`src/design/data_mem_pkg.sv`:
```
`default_nettype none

package data_mem_pkg;

    // ==================================================
    // widths
    // ==================================================
    localparam int DATA_W   = 32;
    localparam int ADDR_W   = 32;
    localparam int PAGE_W   = 20;
    localparam int INDEX_W  = 10;
    localparam int LED_W    = 8;
    localparam int SWITCH_W = 8;
    localparam int DIGI_W   = 12;

    typedef logic [DATA_W-1:0]   data_word_t;
    typedef logic [ADDR_W-1:0]   addr_t;
    typedef logic [PAGE_W-1:0]   page_t;
    typedef logic [INDEX_W-1:0]  word_index_t;
    typedef logic [LED_W-1:0]    led_t;
    typedef logic [SWITCH_W-1:0] switch_t;
    // 4 anode enables above 8 segments
    typedef logic [DIGI_W-1:0]   digi_t;

    // ==================================================
    // bus structs
    // ==================================================
    typedef struct packed {
        logic       rd;
        logic       wr;
        addr_t      addr;
        data_word_t wdata;
    } mem_req_t;

    typedef struct packed {
        data_word_t rdata;
        logic       accessible;
    } mem_rsp_t;

    // TCON as seen on the bus, enable in bit 0
    typedef struct packed {
        logic irq_flag;
        logic irq_enable;
        logic enable;
    } timer_cfg_t;

    // ==================================================
    // address map
    // ==================================================
    localparam page_t GLOBAL_PAGE = 20'h10010;
    localparam page_t STACK_PAGE  = 20'h7ffff;
    localparam page_t PERI_PAGE   = 20'h40000;

    localparam int GLOBAL_WORDS = 32;
    localparam int STACK_WORDS  = 32;
    localparam int PAGE_WORDS   = 1 << INDEX_W;
    localparam int GLOBAL_IDX_W = $clog2(GLOBAL_WORDS);
    localparam int STACK_IDX_W  = $clog2(STACK_WORDS);

    // stack occupies the top of its page
    localparam word_index_t STACK_BASE = word_index_t'(PAGE_WORDS - STACK_WORDS);

    // peripheral word offsets
    localparam word_index_t PERI_TH     = 10'd0;
    localparam word_index_t PERI_TL     = 10'd1;
    localparam word_index_t PERI_TCON   = 10'd2;
    localparam word_index_t PERI_LED    = 10'd3;
    localparam word_index_t PERI_SWITCH = 10'd4;
    localparam word_index_t PERI_DIGI   = 10'd5;

endpackage

`default_nettype wire

```
`src/design/data_mem.sv`:
```
`timescale 1ns/1ps
`default_nettype none

module data_mem (
    input  wire                          clk,
    input  wire                          reset_n,
    input  wire data_mem_pkg::mem_req_t  req,
    output data_mem_pkg::mem_rsp_t       rsp,
    input  wire data_mem_pkg::switch_t   switch,
    output data_mem_pkg::led_t           led,
    output data_mem_pkg::digi_t          digi,
    output logic                         irq
);
    import data_mem_pkg::*;

    page_t       page;
    word_index_t index;
    logic        aligned;
    logic        access;
    logic        global_hit;
    logic        stack_hit;
    logic        peri_sel;
    logic        global_we;
    logic        stack_we;
    data_word_t  global_rdata;
    data_word_t  stack_rdata;
    data_word_t  peri_rdata;
    logic        peri_acc;
    data_word_t  src_rdata;
    logic        src_ok;

    // ==================================================
    // address split and page decode
    // ==================================================
    assign page    = req.addr[ADDR_W-1:ADDR_W-PAGE_W];
    assign index   = req.addr[ADDR_W-PAGE_W-1:2];
    assign aligned = (req.addr[1:0] == 2'b00);
    assign access  = req.rd || req.wr;

    assign global_hit = aligned && (page == GLOBAL_PAGE) && (index < GLOBAL_WORDS);
    assign stack_hit  = aligned && (page == STACK_PAGE) && (index >= STACK_BASE);
    // offset checks are left to the peripheral block
    assign peri_sel   = aligned && (page == PERI_PAGE);

    assign global_we = req.wr && global_hit;
    assign stack_we  = req.wr && stack_hit;

    word_ram #(
        .DEPTH (GLOBAL_WORDS)
    ) u_global_ram (
        .clk     (clk),
        .reset_n (reset_n),
        .we      (global_we),
        .windex  (index[GLOBAL_IDX_W-1:0]),
        .wdata   (req.wdata),
        .rindex  (index[GLOBAL_IDX_W-1:0]),
        .rdata   (global_rdata)
    );

    // stack words map onto the low index bits
    word_ram #(
        .DEPTH (STACK_WORDS)
    ) u_stack_ram (
        .clk     (clk),
        .reset_n (reset_n),
        .we      (stack_we),
        .windex  (index[STACK_IDX_W-1:0]),
        .wdata   (req.wdata),
        .rindex  (index[STACK_IDX_W-1:0]),
        .rdata   (stack_rdata)
    );

    peripheral u_peripheral (
        .clk        (clk),
        .reset_n    (reset_n),
        .sel        (peri_sel),
        .rd         (req.rd),
        .wr         (req.wr),
        .offset     (index),
        .wdata      (req.wdata),
        .rdata      (peri_rdata),
        .accessible (peri_acc),
        .switch     (switch),
        .led        (led),
        .digi       (digi),
        .irq        (irq)
    );

    // ==================================================
    // response
    // ==================================================
    always_comb
    begin
        src_rdata = '0;
        src_ok    = 1'b0;
        if (global_hit)
        begin
            src_rdata = global_rdata;
            src_ok    = access;
        end
        else if (stack_hit)
        begin
            src_rdata = stack_rdata;
            src_ok    = access;
        end
        else if (peri_sel)
        begin
            src_rdata = peri_rdata;
            src_ok    = peri_acc;
        end

        rsp.accessible = src_ok;
        rsp.rdata      = (req.rd && src_ok) ? src_rdata : '0;
    end

    // the memory stage issues at most one direction per cycle
    rd_wr_exclusive: assert property (
        @(posedge clk) disable iff (!reset_n)
        !(req.rd && req.wr)
    );

endmodule

`default_nettype wire

```
`src/design/peripheral.sv`:
```
`timescale 1ns/1ps
`default_nettype none

module peripheral (
    input  wire                            clk,
    input  wire                            reset_n,
    input  wire                            sel,
    input  wire                            rd,
    input  wire                            wr,
    input  wire data_mem_pkg::word_index_t offset,
    input  wire data_mem_pkg::data_word_t  wdata,
    output data_mem_pkg::data_word_t       rdata,
    output logic                           accessible,
    input  wire data_mem_pkg::switch_t     switch,
    output data_mem_pkg::led_t             led,
    output data_mem_pkg::digi_t            digi,
    output logic                           irq
);
    import data_mem_pkg::*;

    logic       hit_th;
    logic       hit_tl;
    logic       hit_tcon;
    logic       hit_led;
    logic       hit_switch;
    logic       hit_digi;
    logic       listed;
    logic       rd_ok;
    logic       wr_ok;
    logic       wr_th;
    logic       wr_tl;
    logic       wr_tcon;
    logic       wr_led;
    logic       wr_digi;
    data_word_t th;
    data_word_t tl;
    timer_cfg_t tcon;

    // ==================================================
    // offset decode
    // ==================================================
    assign hit_th     = (offset == PERI_TH);
    assign hit_tl     = (offset == PERI_TL);
    assign hit_tcon   = (offset == PERI_TCON);
    assign hit_led    = (offset == PERI_LED);
    assign hit_switch = (offset == PERI_SWITCH);
    assign hit_digi   = (offset == PERI_DIGI);

    assign listed = hit_th || hit_tl || hit_tcon || hit_led || hit_switch || hit_digi;

    // switches are read only
    assign rd_ok = sel && rd && listed;
    assign wr_ok = sel && wr && listed && !hit_switch;

    assign accessible = rd_ok || wr_ok;

    assign wr_th   = wr_ok && hit_th;
    assign wr_tl   = wr_ok && hit_tl;
    assign wr_tcon = wr_ok && hit_tcon;
    assign wr_led  = wr_ok && hit_led;
    assign wr_digi = wr_ok && hit_digi;

    timer u_timer (
        .clk     (clk),
        .reset_n (reset_n),
        .wr_th   (wr_th),
        .wr_tl   (wr_tl),
        .wr_tcon (wr_tcon),
        .wdata   (wdata),
        .th      (th),
        .tl      (tl),
        .tcon    (tcon),
        .irq     (irq)
    );

    // ==================================================
    // output registers
    // ==================================================
    always_ff @(posedge clk)
    begin
        if (!reset_n)
        begin
            led  <= '0;
            digi <= '0;
        end
        else
        begin
            if (wr_led)
            begin
                led <= wdata[LED_W-1:0];
            end
            if (wr_digi)
            begin
                digi <= wdata[DIGI_W-1:0];
            end
        end
    end

    // read data, zero extended to a word
    always_comb
    begin
        case (offset)
            PERI_TH:     rdata = th;
            PERI_TL:     rdata = tl;
            PERI_TCON:   rdata = {{(DATA_W-$bits(timer_cfg_t)){1'b0}}, tcon};
            PERI_LED:    rdata = {{(DATA_W-LED_W){1'b0}}, led};
            PERI_SWITCH: rdata = {{(DATA_W-SWITCH_W){1'b0}}, switch};
            PERI_DIGI:   rdata = {{(DATA_W-DIGI_W){1'b0}}, digi};
            default:     rdata = '0;
        endcase
    end

endmodule

`default_nettype wire

```
`src/design/timer.sv`:
```
`timescale 1ns/1ps
`default_nettype none

module timer (
    input  wire                           clk,
    input  wire                           reset_n,
    input  wire                           wr_th,
    input  wire                           wr_tl,
    input  wire                           wr_tcon,
    input  wire data_mem_pkg::data_word_t wdata,
    output data_mem_pkg::data_word_t      th,
    output data_mem_pkg::data_word_t      tl,
    output data_mem_pkg::timer_cfg_t      tcon,
    output logic                          irq
);
    import data_mem_pkg::*;

    logic overflow;
    logic count_en;

    assign overflow = (tl == '1);

    // a bus write to TL or TCON holds the count for that edge
    assign count_en = tcon.enable && !wr_tl && !wr_tcon;

    // ==================================================
    // reload and count registers
    // ==================================================
    always_ff @(posedge clk)
    begin
        if (!reset_n)
        begin
            th <= '0;
        end
        else if (wr_th)
        begin
            th <= wdata;
        end
    end

    always_ff @(posedge clk)
    begin
        if (!reset_n)
        begin
            tl <= '0;
        end
        else if (wr_tl)
        begin
            tl <= wdata;
        end
        else if (count_en)
        begin
            tl <= overflow ? th : tl + data_word_t'(1);
        end
    end

    // ==================================================
    // control bits and interrupt
    // ==================================================
    always_ff @(posedge clk)
    begin
        if (!reset_n)
        begin
            tcon <= '0;
        end
        else if (wr_tcon)
        begin
            tcon <= timer_cfg_t'(wdata[$bits(timer_cfg_t)-1:0]);
        end
        else if (count_en && overflow)
        begin
            // sticky until software rewrites TCON
            tcon.irq_flag <= 1'b1;
        end
    end

    always_ff @(posedge clk)
    begin
        if (!reset_n)
        begin
            irq <= 1'b0;
        end
        else
        begin
            irq <= tcon.irq_flag && tcon.irq_enable;
        end
    end

    irq_follows_flag: assert property (
        @(posedge clk) disable iff (!reset_n)
        irq |-> $past(tcon.irq_flag)
    );

endmodule

`default_nettype wire

```
`src/design/word_ram.sv`:
```
`timescale 1ns/1ps
`default_nettype none

module word_ram #(
    parameter int DEPTH = 32
) (
    input  wire                           clk,
    input  wire                           reset_n,
    input  wire                           we,
    input  wire [$clog2(DEPTH)-1:0]       windex,
    input  wire data_mem_pkg::data_word_t wdata,
    input  wire [$clog2(DEPTH)-1:0]       rindex,
    output data_mem_pkg::data_word_t      rdata
);
    import data_mem_pkg::*;

    data_word_t mem [DEPTH];

    // whole array clears while reset is held
    always_ff @(posedge clk)
    begin
        if (!reset_n)
        begin
            for (int i = 0; i < DEPTH; i++)
            begin
                mem[i] <= '0;
            end
        end
        else if (we)
        begin
            mem[windex] <= wdata;
        end
    end

    assign rdata = mem[rindex];

    // the caller must keep write indices inside the array
    windex_in_range: assert property (
        @(posedge clk) disable iff (!reset_n)
        we |-> (windex < DEPTH)
    );

endmodule

`default_nettype wire

```
`config.mk`:
```
export PLATFORM = sky130hd
export DESIGN_NAME = data_mem
export DESIGN_NICKNAME = d
export VERILOG_FILES = /design/src/design/data_mem_pkg.sv /design/src/design/data_mem.sv /design/src/design/peripheral.sv /design/src/design/timer.sv /design/src/design/word_ram.sv
export SDC_FILE = /design/constraint.sdc
export NUM_CORES = 2
export LEC_CHECK = 0
export BUFFER_PORTS_ARGS = -buffer_cell sky130_fd_sc_hd__clkbuf_2
export CAP_MARGIN = 20
export CELL_PAD_IN_SITES_DETAIL_PLACEMENT = 2
export CELL_PAD_IN_SITES_GLOBAL_PLACEMENT = 2
export CORE_MARGIN = 3
export CORE_UTILIZATION = 25
export DETAILED_ROUTE_END_ITERATION = 6
export GPL_TIMING_DRIVEN = 0
export PLACE_DENSITY = 0.46
export SETUP_SLACK_MARGIN = 0.5
export SKIP_CTS_REPAIR_TIMING = 1
export SYNTH_ARGS = -nofsm -noshare
export SYNTH_HDL_FRONTEND = slang
export SYNTH_SLANG_ARGS = --single-unit
```
`constraint.sdc`:
```
create_clock -name clk -period 7.85 [get_ports clk]
set_clock_uncertainty 0.1 [all_clocks]
set_input_delay 0.3925 -clock clk [delete_from_list [all_inputs] [get_ports clk]]
set_output_delay 0.3925 -clock clk [all_outputs]
set_load 0.02 [all_outputs]
```
==> key figures <==
Worst hold path
  – Hold wc startpoint: req[27]
  – Worst hold stages: 2
  – Hold Crit Class: in2reg
  – Hold EP: u_stack_ram.mem[24][27]

Layout
  – # nets final: 7330
  – Area grow syn2layout: 20.2%
  – Post-Layout Cell Count: 12700
  – Final core occ: 30.2%
  – Final instance area: approximately 120000 µm²
  – Layout cells sized above 1: a little over a fifth

Power
  – Total power: 28.3 mW
  – P per Cell Area: 238 nW/µm²
  – Leakage: roughly 43 nW
  – Max IR drop VDD: roughly 0.00014 V

Floorplanning
  – Ports: 130
  – Die height: roughly 630 µm
  – CORE AREA: 393000 µm²
  – Die outline width: 635 µm
  – Starting Density: about a quarter
  – # rows: 230
  – Die area: roughly 400000 µm²

Route
  – Drt initial violations: around 11000
  – Detailed-route via count: 69400
  – DR WL/cell: ~46 µm
  – Antenna Nets Post-Route: 0
  – Length of the first detailed-routing pass in iterations: 6
  – Final WL: approximately 600000 µm
  – DRC: 0
  – Vias per Instance: 5.44

Critical path
  – Crit. path cell count: 12
  – Startpoint Class: input port
  – R2R depth: 8
  – Crit path DAT: 7.11 ns
  – Critical-path cell with the highest stage delay: buf_2
  – Crit-path max cell delay: between 0.8 and 0.9 ns
  – Crit end category: output port
  – Crit path max fanout: 10
  – Kind of critical path: in2out
  – WP buf/inv: 8
  – Worst R2R End: u_peripheral.u_timer.tl[10]
  – CP most frequent cell: buf_2
  – Internal reg-to-reg setup slack: approximately 4.5 ns
  – CP Cell Sequence: clkbuf_2 > buf_2 > buf_2 > buf_2 > clkbuf_4 > buf_2 > buf_2 > a211oi_1 > a31oi_1 > o21ai_0 > nor3_1 > clkbuf_2
  – Top delay family on crit path: buffers and inverters
  – R2r startpoint: u_peripheral.u_timer.tl[4]
  – Critical Path RT: 7.36 ns

Logic synthesis
  – Flop and latch count out of synthesis: 2136
  – Asr flop ratio synth: 0%
  – Cells after Synth: 6670
  – Prevailing post-synth register cell: edfxtp_1
  – Register area share after synthesis: 64.0%
  – Syn Std Cell Area: 98800 µm²
  – Warning count from the yosys run: 0
  – Synthesized Nets: 6747
  – Number of distinct library cells after synthesis: 65
  – Number of synthesized flops with an enable pin: 2048
  – Syn Area/Cell: 14.8 µm²

Clock tree
  – Clk buf depth: 4
  – Skew-Pair Late Insertion Delay: 0.92 ns
  – CTS tree: built
  – Clk sinks: between 2000 and 2500
  – Num CTS Buffers: 267
  – H-tree lvl count: 5
  – Clock slew at reported path FFs: roughly 0.06 ns
  – CTS root buffer: clkbuf_16

Run status
  – Status: finished clean

Place
  – RD Place Congestion: 0.929
  – Count of input and output buffers: 94
  – Dpl cells: 12200
  – Detailed Place HPWL: 435000 µm
  – DP Area: 110000 µm²

Global route
  – Vias in the first global route: 69200
  – Initial antenna violation count: 121
  – Largest net degree at the start of global routing: 27
  – First-pass GRT wire length: 747000 µm
  – Congestion Overflow GR: 0
  – Global Route Usage Sum: 28.6%

Timing
  – Slew headroom: under 10%
  – Count of final setup violators: 0
  – Final hold viol count: 0
  – Min Hold Slack: around 0.012 ns
  – Max Slew Vio Count: 0
  – RSZ-0062 raised after global routing: no
  – Fmax: 132 MHz
  – Post-route minimum period: around 7.6 ns
  – Worst Tran Pin Value: 1.41 ns
  – Crit share post-route: a little over nine tenths

Run
  – Max-cap viol count: 0
==> through the flow <==
stage,worst slack [ns],TNS (ns)
2_1_floorplan,2.79,0
3_3_place_gp,-4.16,-2195.79
3_5_place_dp,-0.0778,-0.0782
4_1_cts,-0.0807,-0.0824
5_1_grt,0.505,0
6_report,0.249,0
==> cells by family after synthesis <==
logic type               Yosys count  share of synthesized area, %
AO/OA/AOI/OAI                    373                          2.59
multiplexers                     687                          14.1
adder cells (fa/ha/maj)            1                        0.0127
XOR/XNOR                          25                         0.222
flip-flops                      2136                          64.0
buffers and inverters            794                          3.33
AND/OR/NAND/NOR                 2654                          15.7
==> cells in the mapped netlist (all sizes together) (3+ instances only) <==
| cell | n | area share [%] |
|---|---|---|
| a211o | 7 | 0.062 |
| a221oi | 13 | 0.12 |
| mux2i | 107 | 1.1 |
| o21ai | 70 | 0.35 |
| o211ai | 10 | 0.076 |
| nand2 | 319 | 1.2 |
| and4 | 4 | 0.035 |
| or2 | 3 | 0.019 |
| nor4 | 23 | 0.17 |
| mux4 | 559 | 13 |
| nor2b | 10 | 0.063 |
| a2111oi | 11 | 0.098 |
| xnor2 | 9 | 0.080 |
| edfxtp | 2048 | 62 |
| inv | 11 | 0.042 |
| a32oi | 47 | 0.42 |
| a31oi | 24 | 0.15 |
| a211oi | 13 | 0.099 |
| o22ai | 23 | 0.15 |
| a21oi | 78 | 0.40 |
| and3 | 906 | 5.7 |
| nor3 | 20 | 0.10 |
| buf | 215 | 1.1 |
| xor2 | 16 | 0.14 |
| a311oi | 5 | 0.044 |
| nand2b | 8 | 0.051 |
| or3 | 9 | 0.057 |
| nand3 | 41 | 0.21 |
| a222oi | 4 | 0.041 |
| a22o | 16 | 0.14 |
| a21boi | 3 | 0.023 |
| and2 | 1155 | 7.3 |
| a221o | 16 | 0.16 |
| nor3b | 3 | 0.023 |
| a22oi | 21 | 0.16 |
| dfxtp | 88 | 1.8 |
| clkbuf | 566 | 2.2 |
| or4 | 5 | 0.038 |
| nor2 | 123 | 0.53 |
| nand4 | 20 | 0.13 |
| mux2 | 21 | 0.24 |
==> worst reg2reg max path, stage by stage, from the launching register on <==
cell and delay (ns):
dfxtp_1 0.53, nand3_1 0.38, nor4_2 0.55, buf_4 0.26, and4_1 0.32, clkbuf_1 0.66, nand2_1 0.18, a21oi_1 0.18
a221o_1 0.12
==> layout make-up <==
| cell class | instances | area (µm²) |
|---|---|---|
| Multi-Input combinational cell | 3740 | 32800 |
| Fill cell | 40700 | 274000 |
| Sequential cell | 2136 | 63300 |
| Antenna cell | 79 | 198 |
| Buffer | 781 | 3410 |
| Clock inverter | 108 | 771 |
| Inverter | 13 | 48.8 |
| Tap cell | 5220 | 6530 |
| Timing Repair Buffer | 314 | 4350 |
| Clock buffer | 348 | 7320 |
==> worst max path at each step <==
stage               startpoint                       end
CTS                    req[35]                   rsp[23]
global placement       req[36]  u_global_ram.mem[14][16]
finish                 req[35]                    rsp[3]
floorplan              req[57]   u_global_ram.mem[21][0]
detailed placement     req[35]                   rsp[23]
global route           req[35]                    rsp[3]
==> registers in the layout, indices dropped and copies added (netlist names) <==
register and count:
u_peripheral.u_timer.th 32, u_stack_ram.mem 1024, u_peripheral.digi 12, u_peripheral.led 8, u_peripheral.u_timer.tl 32, u_global_ram.mem 1024, u_peripheral.u_timer.tcon 3, u_peripheral.u_timer.irq 1
==> routing by layer <==
| layer | track usage, % | vias to the layer above | wire, µm |
|---|---|---|---|
| li1 | - | 26500 | - |
| met1 | 39.3 | 38700 | 248000 |
| met2 | 43.6 | 3510 | 259000 |
| met3 | 5.60 | 627 | 49000 |
| met4 | 12.4 | 22 | 30000 |
| met5 | 0 | - | 203 |
==> layout by cell type (no fill, tap or decap), types with 13 or more instances in the layout <==
master,instances
clkbuf_1,527
clkbuf_2,197
buf_8,34
o22ai_1,23
buf_12,110
a221oi_1,13
nor3_1,15
clkinv_1,66
dfxtp_1,88
buf_4,37
xor2_1,16
mux2_2,21
nand3_1,41
a221o_1,16
nand4_1,20
a22oi_1,21
mux4_2,559
nand2_1,291
clkbuf_16,282
clkinv_2,25
and3_1,906
mux2i_1,107
a31oi_1,24
nand2_2,28
nor4_2,15
nor2_1,111
buf_2,188
o21ai_4,32
a21oi_1,78
buf_16,28
a22o_1,16
edfxtp_1,2048
dlygate4sd3_1,14
a32oi_1,47
o21ai_0,35
and2_1,1155
diode_2,79
==> power by group <==
group	internal, mW	total, mW	switching, mW
sequential	13.0	13.2	0.165
combinational	0.814	2.94	2.13
clock	6.90	12.2	5.27
No activity file was read; power rests on OpenSTA's default activity.
